File: config.mk
export PLATFORM = sky130hd
export DESIGN_NAME = etx_top
export DESIGN_NICKNAME = d
export VERILOG_FILES = /design/src/source/elink_pkg.sv /design/src/source/etx_packet_queue.sv /design/src/source/etx_io.sv /design/src/source/etx_ddr_out.sv /design/src/source/etx_wait_sync.sv /design/src/source/etx_top.sv
export SDC_FILE = /design/constraint.sdc
export NUM_CORES = 1
export LEC_CHECK = 0
export BUFFER_PORTS_ARGS = -buffer_cell sky130_fd_sc_hd__buf_2
export CAP_MARGIN = 10
export CORE_AREA = 8 8 293 295
export CTS_CLUSTER_SIZE = 20
export DETAILED_ROUTE_END_ITERATION = 12
export DIE_AREA = 0 0 301 303
export GPL_TIMING_DRIVEN = 0
export PLACE_DENSITY_LB_ADDON = 0.2
export SLEW_MARGIN = 0
export SYNTH_ARGS = -nofsm -noshare
export SYNTH_HDL_FRONTEND = slang
export SYNTH_HIERARCHICAL = 1
export SYNTH_SLANG_ARGS = --single-unit
File: constraint.sdc
create_clock -name tx_lclk -period 7.35 [get_ports tx_lclk]
set_input_delay 0.3675 -clock tx_lclk [delete_from_list [all_inputs] [get_ports tx_lclk]]
set_output_delay 0.3675 -clock tx_lclk [all_outputs]
set_load 0.03 [all_outputs]
File: src/source/elink_pkg.sv
package elink_pkg;

   // Fabric packet width used by the top level
   localparam int PW_DEFAULT = 104;

   // ######################################################################
   // Packet field positions
   // ######################################################################
   localparam int PKT_WRITE_BIT    = 0;
   localparam int PKT_DATAMODE_LSB = 1;
   localparam int PKT_CTRLMODE_LSB = 3;
   localparam int PKT_DSTADDR_LSB  = 8;
   localparam int PKT_DATA_LSB     = 40;
   localparam int PKT_SRCADDR_LSB  = 72;

   // 64-bit write, the only mode that can burst
   localparam logic [1:0] DATAMODE_DOUBLE = 2'd3;

   // Transmit FSM, one state per beat
   typedef enum logic [2:0] {
      IDLE   = 3'b000,
      CYCLE1 = 3'b001,
      CYCLE2 = 3'b010,
      CYCLE3 = 3'b011,
      CYCLE4 = 3'b100,
      CYCLE5 = 3'b101,
      CYCLE6 = 3'b110,
      CYCLE7 = 3'b111
   } etx_state_t;

   // Header view, top bits first
   typedef struct packed {
      logic [15:0] zero_hi;
      logic        write_n;
      logic [6:0]  zero_mid;
      logic [3:0]  ctrlmode;
      logic [31:0] dstaddr;
      logic [1:0]  datamode;
      logic        write;
      logic        access;
   } etx_header_t;

   // Payload view
   typedef struct packed {
      logic [31:0] data;
      logic [31:0] srcaddr;
   } etx_payload_t;

   // One beat word, header first, then reloaded with the payload
   typedef union packed {
      etx_header_t  hdr;
      etx_payload_t pld;
   } etx_beat_word_t;

endpackage

File: src/source/etx_packet_queue.sv
`timescale 1ns/1ps

module etx_packet_queue
   import elink_pkg::*;
#(
   parameter int PW    = 104,
   parameter int DEPTH = 4
)
(
   input  logic          tx_lclk,
   input  logic          reset,
   // Fabric write strobe
   input  logic [PW-1:0] tx_packet,
   input  logic          tx_access,
   output logic          tx_full,
   // Head packet toward the transmit FSM
   input  logic          pkt_pop,
   output logic          pkt_valid,
   output logic          pkt_write,
   output logic [1:0]    pkt_datamode,
   output logic [3:0]    pkt_ctrlmode,
   output logic [31:0]   pkt_dstaddr,
   output logic [31:0]   pkt_data,
   output logic [31:0]   pkt_srcaddr,
   output logic          pkt_burst
);

   localparam int AW = (DEPTH > 1) ? $clog2(DEPTH) : 1;

   logic [PW-1:0] mem [DEPTH];
   logic [AW-1:0] wr_ptr;
   logic [AW-1:0] rd_ptr;
   logic [AW-1:0] nx_ptr;
   logic [AW:0]   count;
   logic          push;
   logic          pop;
   logic [PW-1:0] head;
   logic [PW-1:0] next;

   // Wrap at DEPTH, which need not be a power of two
   function automatic logic [AW-1:0] ptr_inc(input logic [AW-1:0] ptr);
      return (ptr == AW'(DEPTH - 1)) ? '0 : ptr + 1'b1;
   endfunction

   // ######################################################################
   // Storage and pointers
   // ######################################################################

   // Strobe while full is dropped
   assign tx_full   = (count == (AW + 1)'(DEPTH));
   assign pkt_valid = (count != '0);
   assign push      = tx_access & ~tx_full;
   assign pop       = pkt_pop & pkt_valid;

   always_ff @(posedge tx_lclk)
   begin
      if (push)
      begin
         mem[wr_ptr] <= tx_packet;
      end
   end

   always_ff @(posedge tx_lclk)
   begin
      if (reset)
      begin
         wr_ptr <= '0;
         rd_ptr <= '0;
         count  <= '0;
      end
      else
      begin
         if (push)
         begin
            wr_ptr <= ptr_inc(wr_ptr);
         end
         if (pop)
         begin
            rd_ptr <= ptr_inc(rd_ptr);
         end
         // Simultaneous push and pop leaves the count alone
         if (push && !pop)
         begin
            count <= count + 1'b1;
         end
         else if (pop && !push)
         begin
            count <= count - 1'b1;
         end
      end
   end

   // ######################################################################
   // Head decode and burst check
   // ######################################################################
   assign nx_ptr = ptr_inc(rd_ptr);
   assign head   = mem[rd_ptr];
   assign next   = mem[nx_ptr];

   assign pkt_write    = head[PKT_WRITE_BIT];
   assign pkt_datamode = head[PKT_DATAMODE_LSB +: 2];
   assign pkt_ctrlmode = head[PKT_CTRLMODE_LSB +: 4];
   assign pkt_dstaddr  = head[PKT_DSTADDR_LSB +: 32];
   assign pkt_data     = head[PKT_DATA_LSB +: 32];
   assign pkt_srcaddr  = head[PKT_SRCADDR_LSB +: 32];

   // Second entry continues the head as a double-write burst
   assign pkt_burst = (count >= (AW + 1)'(2))
                    & head[PKT_WRITE_BIT]
                    & next[PKT_WRITE_BIT]
                    & (head[PKT_DATAMODE_LSB +: 2] == DATAMODE_DOUBLE)
                    & (next[PKT_DATAMODE_LSB +: 2] == DATAMODE_DOUBLE)
                    & (next[PKT_CTRLMODE_LSB +: 4] == head[PKT_CTRLMODE_LSB +: 4])
                    & (next[PKT_DSTADDR_LSB +: 32] == head[PKT_DSTADDR_LSB +: 32] + 32'd8);

   // The FSM only pops a packet it has seen
   a_no_pop_empty : assert property (@(posedge tx_lclk) disable iff (reset)
      pkt_pop |-> pkt_valid)
      else $error("etx_packet_queue: pop while empty");

endmodule

File: src/source/etx_io.sv
`timescale 1ns/1ps

module etx_io
   import elink_pkg::*;
#(
   parameter int PW = 104
)
(
   input  logic        tx_lclk,
   input  logic        reset,
   // Head packet from the queue
   input  logic        pkt_valid,
   input  logic        pkt_burst,
   input  logic        pkt_write,
   input  logic [1:0]  pkt_datamode,
   input  logic [3:0]  pkt_ctrlmode,
   input  logic [31:0] pkt_dstaddr,
   input  logic [31:0] pkt_data,
   input  logic [31:0] pkt_srcaddr,
   output logic        pkt_pop,
   // Beats toward the double-rate stage
   output logic [15:0] data16,
   output logic        frame,
   output logic        tx_io_wait
);

   etx_state_t     state;
   etx_state_t     state_d1;
   etx_state_t     state_d2;
   logic           burst_q;
   logic [PW-1:0]  pkt_in;
   logic [PW-1:0]  pkt_q;
   etx_beat_word_t beat_word;

   // ######################################################################
   // Transmit FSM
   // ######################################################################
   always_ff @(posedge tx_lclk)
   begin
      if (reset)
      begin
         state <= IDLE;
      end
      else
      begin
         case (state)
            IDLE    : state <= pkt_valid ? CYCLE1 : IDLE;
            CYCLE1  : state <= CYCLE2;
            CYCLE2  : state <= CYCLE3;
            CYCLE3  : state <= CYCLE4;
            CYCLE4  : state <= CYCLE5;
            CYCLE5  : state <= CYCLE6;
            CYCLE6  : state <= CYCLE7;
            // Burst skips the header beats
            CYCLE7  : state <= burst_q ? CYCLE4 : IDLE;
            default : state <= IDLE;
         endcase
      end
   end

   // Take the head on frame start, or the next burst packet
   assign pkt_pop = (state == CYCLE1) | ((state == CYCLE7) & burst_q);

   // Burst flag of the packet just taken, held until its CYCLE7
   always_ff @(posedge tx_lclk)
   begin
      if (reset)
      begin
         burst_q <= 1'b0;
      end
      else if (pkt_pop)
      begin
         burst_q <= pkt_burst;
      end
   end

   // Delayed state copies, frame follows the first one
   always_ff @(posedge tx_lclk)
   begin
      if (reset)
      begin
         state_d1 <= IDLE;
         state_d2 <= IDLE;
         frame    <= 1'b0;
      end
      else
      begin
         state_d1 <= state;
         state_d2 <= state_d1;
         frame    <= (state_d1 != IDLE);
      end
   end

   // Write pushback toward the fabric clock domain
   always_ff @(posedge tx_lclk)
   begin
      if (reset)
      begin
         tx_io_wait <= 1'b0;
      end
      else if ((state == CYCLE4) && !burst_q)
      begin
         tx_io_wait <= 1'b1;
      end
      else if (state == CYCLE7)
      begin
         tx_io_wait <= 1'b0;
      end
   end

   // ######################################################################
   // Packet pipeline
   // ######################################################################

   // Repack the head fields into one packet word
   always_comb
   begin
      pkt_in                              = '0;
      pkt_in[PKT_WRITE_BIT]               = pkt_write;
      pkt_in[PKT_DATAMODE_LSB +: 2]       = pkt_datamode;
      pkt_in[PKT_CTRLMODE_LSB +: 4]       = pkt_ctrlmode;
      pkt_in[PKT_DSTADDR_LSB +: 32]       = pkt_dstaddr;
      pkt_in[PKT_DATA_LSB +: 32]          = pkt_data;
      pkt_in[PKT_SRCADDR_LSB +: 32]       = pkt_srcaddr;
   end

   always_ff @(posedge tx_lclk)
   begin
      if (pkt_pop)
      begin
         pkt_q <= pkt_in;
      end
   end

   // Header view one cycle after CYCLE1, payload one after CYCLE4
   always_ff @(posedge tx_lclk)
   begin
      if (state_d1 == CYCLE1)
      begin
         beat_word.hdr.zero_hi  <= '0;
         beat_word.hdr.write_n  <= ~pkt_q[PKT_WRITE_BIT];
         beat_word.hdr.zero_mid <= '0;
         beat_word.hdr.ctrlmode <= pkt_q[PKT_CTRLMODE_LSB +: 4];
         beat_word.hdr.dstaddr  <= pkt_q[PKT_DSTADDR_LSB +: 32];
         beat_word.hdr.datamode <= pkt_q[PKT_DATAMODE_LSB +: 2];
         beat_word.hdr.write    <= pkt_q[PKT_WRITE_BIT];
         beat_word.hdr.access   <= 1'b1;
      end
      else if (state_d1 == CYCLE4)
      begin
         beat_word.pld.data    <= pkt_q[PKT_DATA_LSB +: 32];
         beat_word.pld.srcaddr <= pkt_q[PKT_SRCADDR_LSB +: 32];
      end
   end

   // ######################################################################
   // Beat selection
   // ######################################################################

   // Lines up with frame, zero between frames
   always_comb
   begin
      case (state_d2)
         CYCLE1  : data16 = beat_word[47:32];
         CYCLE2  : data16 = beat_word[31:16];
         CYCLE3  : data16 = beat_word[15:0];
         CYCLE4  : data16 = beat_word[63:48];
         CYCLE5  : data16 = beat_word[47:32];
         CYCLE6  : data16 = beat_word[31:16];
         CYCLE7  : data16 = beat_word[15:0];
         default : data16 = '0;
      endcase
   end

   // Only a double write may carry the burst flag into the FSM
   a_burst_double : assert property (@(posedge tx_lclk) disable iff (reset)
      (pkt_pop && pkt_burst) |-> (pkt_write && (pkt_datamode == DATAMODE_DOUBLE)))
      else $error("etx_io: burst flag on a packet that is not a double write");

endmodule

File: src/source/etx_ddr_out.sv
`timescale 1ns/1ps

module etx_ddr_out
(
   input  logic        tx_lclk,
   input  logic        tx_lclk90,
   input  logic [15:0] data16,
   input  logic        frame,
   // Link pins, true and complement
   output logic [7:0]  txo_data_p,
   output logic [7:0]  txo_data_n,
   output logic        txo_frame_p,
   output logic        txo_frame_n,
   output logic        txo_lclk_p,
   output logic        txo_lclk_n
);

   logic [7:0] data_pin;
   logic       frame_pin;
   logic       lclk_pin;

   // ######################################################################
   // Double-rate muxes
   // ######################################################################

   // Upper byte in the high phase, lower byte in the low phase
   assign data_pin = tx_lclk ? data16[15:8] : data16[7:0];

   // Same level launched on both edges
   assign frame_pin = frame;

   // Forwarded clock, quarter cycle late so the receiver samples mid-eye
   assign lclk_pin = tx_lclk90;

   // ######################################################################
   // Pin pairs
   // ######################################################################
   assign txo_data_p  = data_pin;
   assign txo_data_n  = ~data_pin;
   assign txo_frame_p = frame_pin;
   assign txo_frame_n = ~frame_pin;
   assign txo_lclk_p  = lclk_pin;
   assign txo_lclk_n  = ~lclk_pin;

endmodule

File: src/source/etx_wait_sync.sv
`timescale 1ns/1ps

module etx_wait_sync
#(
   parameter int ETYPE = 0
)
(
   input  logic tx_lclk,
   input  logic reset,
   // Pushback pins from the remote side
   input  logic txi_wr_wait_p,
   input  logic txi_wr_wait_n,
   input  logic txi_rd_wait_p,
   input  logic txi_rd_wait_n,
   output logic tx_wr_wait,
   output logic tx_rd_wait
);

   // Bit 0 write wait, bit 1 read wait
   logic [1:0] wait_p;
   logic [1:0] wait_n;
   logic [1:0] wait_pin;
   logic [1:0] wait_meta;
   logic [1:0] wait_sync;

   assign wait_p = {txi_rd_wait_p, txi_wr_wait_p};
   assign wait_n = {txi_rd_wait_n, txi_wr_wait_n};

   // Pin receiver
   generate
      if (ETYPE == 0)
      begin : g_diff
         // Asserted only when the pair disagrees the right way
         assign wait_pin = wait_p & ~wait_n;
      end
      else
      begin : g_single
         // Single-ended board, n pin left floating
         assign wait_pin = wait_p;
      end
   endgenerate

   // Two-flop synchronizer into tx_lclk
   always_ff @(posedge tx_lclk)
   begin
      if (reset)
      begin
         wait_meta <= '0;
         wait_sync <= '0;
      end
      else
      begin
         wait_meta <= wait_pin;
         wait_sync <= wait_meta;
      end
   end

   assign tx_wr_wait = wait_sync[0];
   assign tx_rd_wait = wait_sync[1];

endmodule

File: src/source/etx_top.sv
`timescale 1ns/1ps

module etx_top
   import elink_pkg::*;
#(
   parameter int PW    = PW_DEFAULT,
   parameter int DEPTH = 4,
   // 0 differential wait pins, 1 single-ended
   parameter int ETYPE = 0
)
(
   input  logic          reset,
   input  logic          tx_lclk,
   input  logic          tx_lclk90,
   // Fabric side
   input  logic [PW-1:0] tx_packet,
   input  logic          tx_access,
   output logic          tx_full,
   output logic          tx_io_wait,
   output logic          tx_wr_wait,
   output logic          tx_rd_wait,
   // Link pins
   output logic [7:0]    txo_data_p,
   output logic [7:0]    txo_data_n,
   output logic          txo_frame_p,
   output logic          txo_frame_n,
   output logic          txo_lclk_p,
   output logic          txo_lclk_n,
   input  logic          txi_wr_wait_p,
   input  logic          txi_wr_wait_n,
   input  logic          txi_rd_wait_p,
   input  logic          txi_rd_wait_n
);

   // Queue head toward the FSM
   logic        pkt_valid;
   logic        pkt_pop;
   logic        pkt_burst;
   logic        pkt_write;
   logic [1:0]  pkt_datamode;
   logic [3:0]  pkt_ctrlmode;
   logic [31:0] pkt_dstaddr;
   logic [31:0] pkt_data;
   logic [31:0] pkt_srcaddr;
   // Beats toward the pins
   logic [15:0] data16;
   logic        frame;

   // ######################################################################
   // Packet queue and transmit FSM
   // ######################################################################
   etx_packet_queue #(
      .PW    (PW),
      .DEPTH (DEPTH)
   ) etx_packet_queue_inst (
      .tx_lclk      (tx_lclk),
      .reset        (reset),
      .tx_packet    (tx_packet),
      .tx_access    (tx_access),
      .tx_full      (tx_full),
      .pkt_pop      (pkt_pop),
      .pkt_valid    (pkt_valid),
      .pkt_write    (pkt_write),
      .pkt_datamode (pkt_datamode),
      .pkt_ctrlmode (pkt_ctrlmode),
      .pkt_dstaddr  (pkt_dstaddr),
      .pkt_data     (pkt_data),
      .pkt_srcaddr  (pkt_srcaddr),
      .pkt_burst    (pkt_burst)
   );

   etx_io #(
      .PW (PW)
   ) etx_io_inst (
      .tx_lclk      (tx_lclk),
      .reset        (reset),
      .pkt_valid    (pkt_valid),
      .pkt_burst    (pkt_burst),
      .pkt_write    (pkt_write),
      .pkt_datamode (pkt_datamode),
      .pkt_ctrlmode (pkt_ctrlmode),
      .pkt_dstaddr  (pkt_dstaddr),
      .pkt_data     (pkt_data),
      .pkt_srcaddr  (pkt_srcaddr),
      .pkt_pop      (pkt_pop),
      .data16       (data16),
      .frame        (frame),
      .tx_io_wait   (tx_io_wait)
   );

   // ######################################################################
   // Pin stages
   // ######################################################################
   etx_ddr_out etx_ddr_out_inst (
      .tx_lclk     (tx_lclk),
      .tx_lclk90   (tx_lclk90),
      .data16      (data16),
      .frame       (frame),
      .txo_data_p  (txo_data_p),
      .txo_data_n  (txo_data_n),
      .txo_frame_p (txo_frame_p),
      .txo_frame_n (txo_frame_n),
      .txo_lclk_p  (txo_lclk_p),
      .txo_lclk_n  (txo_lclk_n)
   );

   etx_wait_sync #(
      .ETYPE (ETYPE)
   ) etx_wait_sync_inst (
      .tx_lclk       (tx_lclk),
      .reset         (reset),
      .txi_wr_wait_p (txi_wr_wait_p),
      .txi_wr_wait_n (txi_wr_wait_n),
      .txi_rd_wait_p (txi_rd_wait_p),
      .txi_rd_wait_n (txi_rd_wait_n),
      .tx_wr_wait    (tx_wr_wait),
      .tx_rd_wait    (tx_rd_wait)
   );

endmodule

==> flow_summary.yaml, run 1 <==
setup_path:
  crit_path_top_delay_cell: "mux2_4"
  r2r_cells: 12
  crit_arrival_ps: 5890
  criticalPathCategory: "clock port to output pin"
  ff2ff_setup_slack_ps: 2610
  critPathBufInv: 14
  critPathTopFamily: "buffers and inverters"
  crit_chain: "clkbuf_16 > clkbuf_16 > clkbuf_16 > clkbuf_16 > clkbuf_16 > clkbuf_16 > clkbuf_16 > buf_6 > clkbuf_16 > clkbuf_16 > buf_12 > clkbuf_16 > clkbuf_16 > mux2_4 > buf_2"
  crit_path_max_fanout: 6
  r2r-start: "etx_packet_queue_inst/rd_ptr[0]$_SDFFE_PP0P_"
  slowest_delay_ps: 290
  path_common_cell: "clkbuf_16"
  regToRegEndpoint: "etx_io_inst/burst_q$_SDFFE_PP0P_"
  worst_setup_path_start_kind: "clock port"
  cp_data_required_time_ps: 6980
  end_kind: "output pin"
min_path:
  min-delay-start: "reset"
  hp-class: "primary input to flop"
  whs_path_depth: 2
  whs_endpoint: "etx_wait_sync_inst/wait_sync[1]$_SDFF_PP0_"
floorplanning:
  die_w_um: 301
  row_count: 105
  ios: 136
  start_util: 0.2969
  die_h_um: 303
  dieArea_um2: 91200
  core_um2: 81190
power:
  intPower_w: 0.007769
  p_leak_nw: 9.878
  seqPwrFrac: 0.434
  netSwitchingFraction: 0.2807
  p_switching_w: 0.003032
  ir_drop_uv: 180.1
  clkPwrFrac: 0.361
  p_total_w: 0.01080
  combPwrFrac: 0.205
  powerDensity_nw_per_um2: 359.6
finish:
  area_delta_synth_final_pct: 24.56
  drive_above_1_share: 0.3103
  layout_commonest_cell: "edfxtp_1"
  multi_input_area_um2: 5971
  nets: 1612
  post-route-util: 0.3699
  design_area_um2: 30030
  n_fill_cell: 7534
  regArea_um2: 17650
  layout_common_cells: "555 x edfxtp_1, 150 x mux4_2, 148 x buf_2, 107 x dlygate4sd3_1, 83 x clkbuf_16"
logic_synthesis:
  synth_seq_cells: 604
  synthArstFlopShare: 0
  synth_ff_type: "edfxtp_1"
  syn-instance-count: 1156
  synth_nets: 1276
  yosysSeqAreaShare: 0.7320
  yosys_warnings: 6
  ys_types: 63
  synth.avg_cell_area_um2: 20.86
  syn_area_um2: 24110
  synth-edff-count: 555
global_route:
  gr-total-overflow: 0
  grt_max_degree: 49
  grt_pass1_vias: 13761
  grtUsageTotal: 0.1334
  antenna_found_initial: 8
  grt_pass1_wl_um: 89200
detailed_routing:
  wl_um: 60010
  firstDrtPassIters: 5
  vias: 12403
  vias_per_cell: 4.730
  post-route-drc-count: 0
  wl_per_cell_um: 22.89
  drtIter0Drc: 875
  antenna_left: 0
placed_design:
  dp_hpwl_um: 40880
  io_buffers: 134
  gp_congestion: 0.7822
  postPlaceCellArea_um2: 26390
timing:
  setup_viol: 0
  rsz0062_at_grt: "false"
  tightest_slew_ps: 1041
  slew_headroom: 0.3061
  setup_tns_ps: 0
  finalHoldViolations: 0
  slew_viol_final: 0
  skew_ps: 20.92
cts:
  clkTransAtPathRegs_ps: 50
  cts_tree: "built"
  worstSkewPairLatency_ps: 720
  cts_repair_resize_count: 0
outcome:
  outcome: "finished clean"
flow_run:
  drv_cap: 0
==> worst max-delay path by stage <==
stage	start	end	slack [ps]	depth (start not counted)
finish	tx_lclk	txo_data_p[5]	1090	15
global route	tx_lclk	txo_data_p[5]	1050	15
CTS	tx_lclk	txo_data_p[5]	1050	15
detailed placement	etx_packet_queue_inst/rd_ptr[0]$_SDFFE_PP0P_	etx_io_inst/burst_q$_SDFFE_PP0P_	2590	12
global placement	etx_io_inst/state[1]$_SDFF_PP0_	etx_packet_queue_inst/count[2]$_SDFFE_PP0P_	-3000	11
floorplan	etx_io_inst/state[1]$_SDFF_PP0_	etx_packet_queue_inst/count[2]$_SDFFE_PP0P_	600	11
==> Yosys cell counts (5+ instances only) <==
library cell,instances,area share
a21oi_1,15,0.0031
buf_12,9,0.0075
ha_1,7,0.0036
nand2_1,15,0.0023
or3_1,7,0.0018
buf_4,6,0.0019
edfxtp_1,555,0.69
mux4_1,5,0.0054
buf_2,14,0.0029
dfxtp_1,49,0.041
and3_1,5,0.0013
xnor2_1,32,0.012
xor2_1,13,0.0047
mux2i_1,12,0.0050
nor4_1,6,0.0016
and2_1,17,0.0044
nor2b_1,7,0.0018
a22o_1,63,0.023
mux4_2,150,0.14
buf_6,7,0.0033
buf_1,14,0.0022
o21ai_0,8,0.0017
clkbuf_1,7,0.0011
mux2_2,6,0.0028
nand4_1,9,0.0023
nor2_1,27,0.0042
inv_1,11,0.0017
nand3_1,15,0.0031
nor3_1,8,0.0017
==> through the flow <==
step | setup WS (ps) | hold WS [ps] | cells
floorplan | 604.0 | 413.8 | 1156
global placement | -2999 | 419.2 | 2360
detailed placement | 2591 | 425.1 | 2371
CTS | 1050 | 75.28 | 2617
global route | 1045 | 92.79 | 2619
finish | 1092 | 106.5 | 2622
==> cells by family after synthesis <==
| logic type | after synthesis | share of synthesized area |
|---|---|---|
| flops | 604 | 0.7320 |
| mux | 175 | 0.1546 |
| fa+ha+maj | 8 | 0.004463 |
| compound gates | 106 | 0.03477 |
| buf+inv | 71 | 0.02112 |
| simple gates | 147 | 0.03674 |
| xor+xnor | 45 | 0.01635 |
==> what timing repair did <==
item / in CTS / in global routing
endpoints found under the hold margin: 414 / 0
hold buffers: 107 / 0
buffers inserted: 0 / 0
==> power by group through the flow <==
stage | clock [W] | sequential (W) | combinational, W
2_1_floorplan | 0.000147 | 0.00471 | 0.00148
3_3_place_gp | 0.000160 | 0.00488 | 0.00210
3_5_place_dp | 0.000160 | 0.00476 | 0.00221
4_1_cts | 0.00403 | 0.00470 | 0.00227
5_1_grt | 0.00415 | 0.00474 | 0.00240
6_report | 0.00390 | 0.00469 | 0.00221
==> layer usage <==
| metal | share of wire | track usage | vias to the layer above |
|---|---|---|---|
| met4 | 0.023 | 0.04437 | 6 |
| met2 | 0.49 | 0.2183 | 307 |
| met5 | 0.00058 | 0 | - |
| li1 | - | - | 5528 |
| met3 | 0.054 | 0.03630 | 100 |
| met1 | 0.43 | 0.1709 | 6462 |
==> registers in the layout (all words and copies together) (netlist names), named ones only <==
name and cells:
etx_io_inst/pkt_q 103, etx_io_inst/frame 1, etx_wait_sync_inst/wait_sync 2, etx_io_inst/state 3
etx_packet_queue_inst/count 3, etx_wait_sync_inst/wait_meta 2, etx_io_inst/burst_q 1, etx_packet_queue_inst/rd_ptr 2
etx_io_inst/state_d1 3, etx_io_inst/tx_io_wait 1, etx_packet_queue_inst/wr_ptr 2, etx_io_inst/state_d2 3
etx_io_inst/beat_word 64, etx_packet_queue_inst/mem 412
==> final cells by class <==
class / instances / area share
plain buffers: 58 / 0.01533
well taps: 1070 / 0.04458
clock inverters: 43 / 0.01283
diodes: 5 / 0.0004166
clock buffers: 112 / 0.07512
inverters: 13 / 0.001625
repair buffers: 236 / 0.06366
multi-input cells: 481 / 0.1988
flip-flops and latches: 604 / 0.5876
==> worst register-to-register path, stage by stage, from the launching register on <==
cell	delay (ps)
dfxtp_1	330
ha_1	340
clkbuf_1	590
clkbuf_1	840
mux4_2	440
xor2_1	160
nand4_1	160
nor4_1	500
nand4_1	190
a2111o_1	370
nor4_2	380
a21oi_1	80
a311oi_1	270
No activity file was read; power rests on OpenSTA's default activity.
==> run 2: changes to the inputs <==
--- a/config.mk
+++ b/config.mk
@@ -5,12 +5,15 @@
 export SDC_FILE = /design/constraint.sdc
 export NUM_CORES = 1
 export LEC_CHECK = 0
+export ABC_AREA = 1
 export BUFFER_PORTS_ARGS = -buffer_cell sky130_fd_sc_hd__buf_2
 export CAP_MARGIN = 10
-export CORE_AREA = 8 8 293 295
+export CELL_PAD_IN_SITES_DETAIL_PLACEMENT = 1
+export CELL_PAD_IN_SITES_GLOBAL_PLACEMENT = 1
+export CORE_AREA = 8 8 306 308
 export CTS_CLUSTER_SIZE = 20
 export DETAILED_ROUTE_END_ITERATION = 12
-export DIE_AREA = 0 0 301 303
+export DIE_AREA = 0 0 314 316
 export GPL_TIMING_DRIVEN = 0
 export PLACE_DENSITY_LB_ADDON = 0.2
 export SLEW_MARGIN = 0
==> flow_summary.yaml, run 2 <==
logic_synthesis:
  synthAdderAreaFrac: 0.004069
  ys_top_cells_by_area: "edfxtp_1 63%, nand2_1 12%, o21ai_0 3.8%"
  ys_types: 39
  synth_xor_area_frac: 0
  synthSimpleGateAreaFrac: 0.2092
  synth_seq_cells: 604
  synth.most_common_cell: "nand2_1"
  synth_top_area_share: 0.6302
  synthMuxAreaShare: 0
  yosys_warnings: 6
  syn_area_um2: 26440
  synth_common_cells: "850 x nand2_1, 555 x edfxtp_1, 238 x nor2_1"
  synth-edff-count: 555
  synth_top_family_by_area: "simple AND/OR/NAND/NOR gates"
  synth_compound_area_frac: 0.06700
  syn-instance-count: 2594
  yosysSeqAreaShare: 0.6673
  synth_nets: 2714
  synthArstFlopShare: 0
  synth.avg_cell_area_um2: 10.19
  synth_ff_type: "edfxtp_1"
  yosysTopAreaCell: "edfxtp_1"
outcome:
  outcome: "finished clean"
setup_path:
  criticalPathCategory: "clock port to output pin"
  path_common_cell: "clkbuf_16"
  slowest_delay_ps: 190
  end_kind: "output pin"
  crit_arrival_ps: 5930
  crit_chain: "clkbuf_16 > clkbuf_16 > clkbuf_16 > clkbuf_16 > clkbuf_16 > clkbuf_16 > clkbuf_16 > clkbuf_16 > buf_6 > clkbuf_16 > clkbuf_16 > clkbuf_8 > clkbuf_16 > clkbuf_16 > nand2_1 > nand2_1 > buf_2"
  cp_data_required_time_ps: 6980
  crit_path_top_delay_cell: "buf_2"
  crit_path_max_fanout: 6
  worst_setup_path_start_kind: "clock port"
power:
  p_total_w: 0.01279
  p_leak_nw: 12.94
  powerDensity_nw_per_um2: 386.3
  ir_drop_uv: 161.1
floorplanning:
  die_h_um: 316
  ios: 136
  dieArea_um2: 99220
  core_um2: 89050
  start_util: 0.2970
  row_count: 110
  die_w_um: 314
global_route:
  grt_max_degree: 41
  gr-total-overflow: 0
  grt_pass1_vias: 22332
  grt_pass1_wl_um: 137400
  top_usage_layer: "met2"
  grt_use_met2: 0.3057
  use_met1: 0.2348
  grtUsageTotal: 0.1855
  antenna_found_initial: 9
  grt_use_met3: 0.03874
timing:
  setup_tns_ps: 0
  slew_viol_final: 0
  skew_ps: 27.57
  finalHoldViolations: 0
  slew_headroom: 0.2164
  rsz0062_at_grt: "false"
  setup_viol: 0
  fin_ws_ps: 1053
  tightest_slew_ps: 1175
finish:
  post-route-util: 0.3717
  multi_input_area_um2: 7456
  top_register: "etx_packet_queue_inst/mem"
  top_regs: "etx_packet_queue_inst/mem: 412 flops, etx_io_inst/pkt_q: 103 flops, etx_io_inst/beat_word: 64 flops"
  design_area_um2: 33100
  drive_above_1_share: 0.1388
  nets: 3078
  regArea_um2: 17650
  layout_common_cells: "849 x nand2_1, 555 x edfxtp_1, 234 x nor2_1, 200 x o21ai_0, 185 x inv_1"
  area_delta_synth_final_pct: 25.17
  n_fill_cell: 9897
  largest_register_ffs: 412
  layout_commonest_cell: "nand2_1"
detailed_routing:
  firstDrtPassIters: 5
  antenna_left: 0
  wl_per_cell_um: 22.02
  vias: 20496
  wl_um: 92450
  vias_per_cell: 4.881
  post-route-drc-count: 0
  drtIter0Drc: 1237
placed_design:
  gp_congestion: 0.8569
  io_buffers: 134
  postPlaceCellArea_um2: 29180
  dp_hpwl_um: 65950
  dp_worst_setup_slack_ps: 2731
flow_run:
  drv_cap: 0
min_path:
  hp-class: "primary input to flop"
cts:
  clkTransAtPathRegs_ps: 50
  cts_repair_resize_count: 0
  postCtsHoldBufs: 108
  worstSkewPairLatency_ps: 750
  cts_setup_buffers: 0
  cts_tree: "built"
[run 2: cell count changes after synthesis, sizes merged, moves of 13 or more]
cell    before  now
nand2       15  868
nor2        28  258
o21ai        8  208
inv         13  194
nand3       16  195
mux4       155    0
o22ai        1   67
a22o        63    0
clkbuf       8   54
xnor2       32    0
and2        21    0
buf         50   68
xor2        13    0
[run 2: kinds of logic (layout without fill, tap and decap cells)]
logic type	after synthesis	count (layout)
compound gates	324	324
flops	604	604
buf+inv	317	742
fa+ha+maj	8	8
simple gates	1341	1341
other cells	0	4
[run 2: stage by stage]
| step | instances | hold slack, ps |
|---|---|---|
| after detailed placement | 3929 | 407.3 |
| final | 4199 | 370.5 |
| after global routing | 4196 | 367.5 |
| after CTS | 4195 | 325.1 |
| after floorplan | 2594 | 388.3 |
| after global placement | 3904 | 396.3 |
[run 2: per-layer routing]
metal	share of wire	up-vias
li1	-	9541
met1	0.44	10293
met2	0.48	480
met3	0.046	178
met4	0.030	4
met5	0.00027	-
[run 2: layout make-up]
cell class,count,share of cell area
Sequential cell,604,0.5331
Clock buffer,134,0.07670
Clock inverter,41,0.01145
Timing Repair Buffer,251,0.06721
Buffer,122,0.01950
Tap cell,1176,0.04445
Inverter,194,0.02200
Multi-Input combinational cell,1673,0.2253
Antenna cell,4,0.0003024
[run 2: path summary, 6_finish.rpt]
check / from / endpoint / slack [ps] / cells past startpoint
max: tx_lclk / txo_data_p[7] / 1050 / 17
min: tx_access / etx_packet_queue_inst/count[0]$_SDFFE_PP0P_ / 370 / 6
max reg2reg: etx_packet_queue_inst/rd_ptr[0]$_SDFFE_PP0P_ / etx_io_inst/burst_q$_SDFFE_PP0P_ / 3720 / 17
min reg2reg: etx_wait_sync_inst/wait_meta[1]$_SDFF_PP0_ / etx_wait_sync_inst/wait_sync[1]$_SDFF_PP0_ / 410 / 2
[run 2: where the power goes]
part | switching [W] | leakage [nW] | internal [W]
Combinational | 0.00257 | 5.82 | 0.000970
Clock | 0.00188 | 1.61 | 0.00256
Sequential | 0.000248 | 5.50 | 0.00456
[run 2: critical path: cells and delay by family]
family | cells | cell delay [ps]
buffers and inverters | 15 | 2080
and+or+nand+nor | 2 | 170
==> run 3: changes to the inputs <==
--- a/config.mk
+++ b/config.mk
@@ -10,10 +10,10 @@
 export CAP_MARGIN = 10
 export CELL_PAD_IN_SITES_DETAIL_PLACEMENT = 1
 export CELL_PAD_IN_SITES_GLOBAL_PLACEMENT = 1
-export CORE_AREA = 8 8 306 308
+export CORE_AREA = 8 8 429 221
 export CTS_CLUSTER_SIZE = 20
 export DETAILED_ROUTE_END_ITERATION = 12
-export DIE_AREA = 0 0 314 316
+export DIE_AREA = 0 0 437 229
 export GPL_TIMING_DRIVEN = 0
 export PLACE_DENSITY_LB_ADDON = 0.2
 export SLEW_MARGIN = 0
==> flow_summary.yaml, run 3 (synthesis results as in run 2) <==
detailed_routing:
  drtIter0Drc: 2066
  post-route-drc-count: 0
  wl_um: 99590
  antenna_left: 0
  vias_per_cell: 5.013
  wl_per_cell_um: 23.75
  vias: 21024
  firstDrtPassIters: 5
setup_path:
  cp_data_required_time_ps: 6980
  crit_path_top_delay_cell: "buf_2"
  crit_arrival_ps: 5940
  end_kind: "output pin"
  worst_setup_path_start_kind: "clock port"
  path_common_cell: "clkbuf_16"
  crit_path_max_fanout: 5
  criticalPathCategory: "clock port to output pin"
  crit_chain: "clkbuf_16 > clkbuf_16 > clkbuf_16 > clkbuf_16 > clkbuf_16 > clkbuf_16 > clkbuf_16 > clkbuf_16 > buf_6 > clkbuf_16 > clkbuf_16 > clkbuf_8 > clkbuf_16 > clkbuf_16 > nand2_1 > nand2_1 > buf_2"
  slowest_delay_ps: 200
cts:
  clkTransAtPathRegs_ps: 70
  worstSkewPairLatency_ps: 770
  cts_tree: "built"
  cts_setup_buffers: 0
  cts_repair_resize_count: 0
floorplanning:
  dieArea_um2: 100100
  start_util: 0.2965
  core_um2: 89200
  ios: 136
  die_h_um: 229
  row_count: 78
  die_w_um: 437
timing:
  setup_viol: 0
  skew_ps: 40.94
  finalHoldViolations: 0
  rsz0062_at_grt: "false"
  slew_viol_final: 0
  tightest_slew_ps: 1135
  slew_headroom: 0.2435
finish:
  top_regs: "etx_packet_queue_inst/mem: 412 flops, etx_io_inst/pkt_q: 103 flops, etx_io_inst/beat_word: 64 flops"
  post-route-util: 0.3656
  nets: 3063
  top_register: "etx_packet_queue_inst/mem"
  drive_above_1_share: 0.1303
  layout_commonest_cell: "nand2_1"
  largest_register_ffs: 412
  layout_common_cells: "849 x nand2_1, 555 x edfxtp_1, 234 x nor2_1, 200 x o21ai_0, 185 x inv_1"
  area_delta_synth_final_pct: 23.31
global_route:
  grt_pass1_vias: 21874
  grt_max_degree: 31
  antenna_found_initial: 13
  gr-total-overflow: 0
  grt_pass1_wl_um: 144500
  grtUsageTotal: 0.1945
power:
  p_switching_w: 0.004849
  p_total_w: 0.01250
  combPwrFrac: 0.294
  intPower_w: 0.007649
  powerDensity_nw_per_um2: 383.3
  p_leak_nw: 12.68
  netSwitchingFraction: 0.3880
  seqPwrFrac: 0.389
  ir_drop_uv: 186.6
  clkPwrFrac: 0.316
min_path:
  hp-class: "primary input to flop"
placed_design:
  gp_congestion: 0.8924
  io_buffers: 134
  dp_hpwl_um: 75130
outcome:
  outcome: "finished clean"
flow_run:
  drv_cap: 0
[run 3: changes by cell type in the layout (fill, tap and decap cells not counted), sizes merged]
cell      delta
buf          -2
clkbuf      -17
clkinv       -5
clkinvlp     -1
diode        -3
inv          -1
[run 3: timing repair]
item / in CTS / in global routing
endpoints found under the setup margin: 0 / 0
hold buffers: 108 / 0
hold endpoints to repair: 420 / 0
[run 3: power by group through the flow]
| stage | Combinational [W] | Clock [W] | Sequential [W] |
|---|---|---|---|
| after floorplan | 0.00201 | 0.000277 | 0.00485 |
| after global placement | 0.00333 | 0.000322 | 0.00509 |
| after detailed placement | 0.00357 | 0.000322 | 0.00493 |
| after CTS | 0.00363 | 0.00408 | 0.00486 |
| after global routing | 0.00400 | 0.00421 | 0.00491 |
| final | 0.00368 | 0.00395 | 0.00487 |
[run 3: worst paths after layout]
| check | startpoint | to | slack (ps) | cells past startpoint |
|---|---|---|---|---|
| min | tx_access | etx_packet_queue_inst/count[1]$_SDFFE_PP0P_ | 320 | 6 |
| max | tx_lclk | txo_data_p[4] | 1040 | 17 |
| min reg2reg | etx_wait_sync_inst/wait_meta[1]$_SDFF_PP0_ | etx_wait_sync_inst/wait_sync[1]$_SDFF_PP0_ | 410 | 2 |
| max reg2reg | etx_packet_queue_inst/rd_ptr[0]$_SDFFE_PP0P_ | etx_io_inst/burst_q$_SDFFE_PP0P_ | 3470 | 13 |
[run 3: per-layer routing]
metal,vias up,track usage,share of wire
li1,9479,-,-
met4,8,0.04541,0.015
met2,796,0.2564,0.38
met3,127,0.04709,0.085
met1,10614,0.3120,0.52
met5,-,0,0.00060
[run 3: final cells by class]
type / instances / area [µm²]
clock inverter: 34 / 361.6
clock buffer: 117 / 2096
timing repair buffer: 249 / 2170
antenna: 1 / 2.502
buffer: 122 / 645.6
sequential: 604 / 17650
tap: 1200 / 1501
inverter: 194 / 728.2
fill: 10032 / 56590
multi-input combinational: 1673 / 7456
[run 3: critical path, delay by kind of cell]
| family | cells | cell delay [ps] |
|---|---|---|
| simple gates | 2 | 170 |
| buf+inv | 15 | 2090 |
[run 3: per-stage QoR]
stage          TNS [ps]  hold WS (ps)  std cells  setup slack, ps  cell area, µm²
5_1_grt               0         321.3       4194            931.7           32610
3_5_place_dp          0         401.3       3951             2736           29160
2_1_floorplan         0         388.3       2594            419.0           26440
6_report              0         320.6       4194             1039           32610
4_1_cts               0         274.8       4193            960.6           32610
3_3_place_gp   -1486250         396.3       3928            -3655           28620
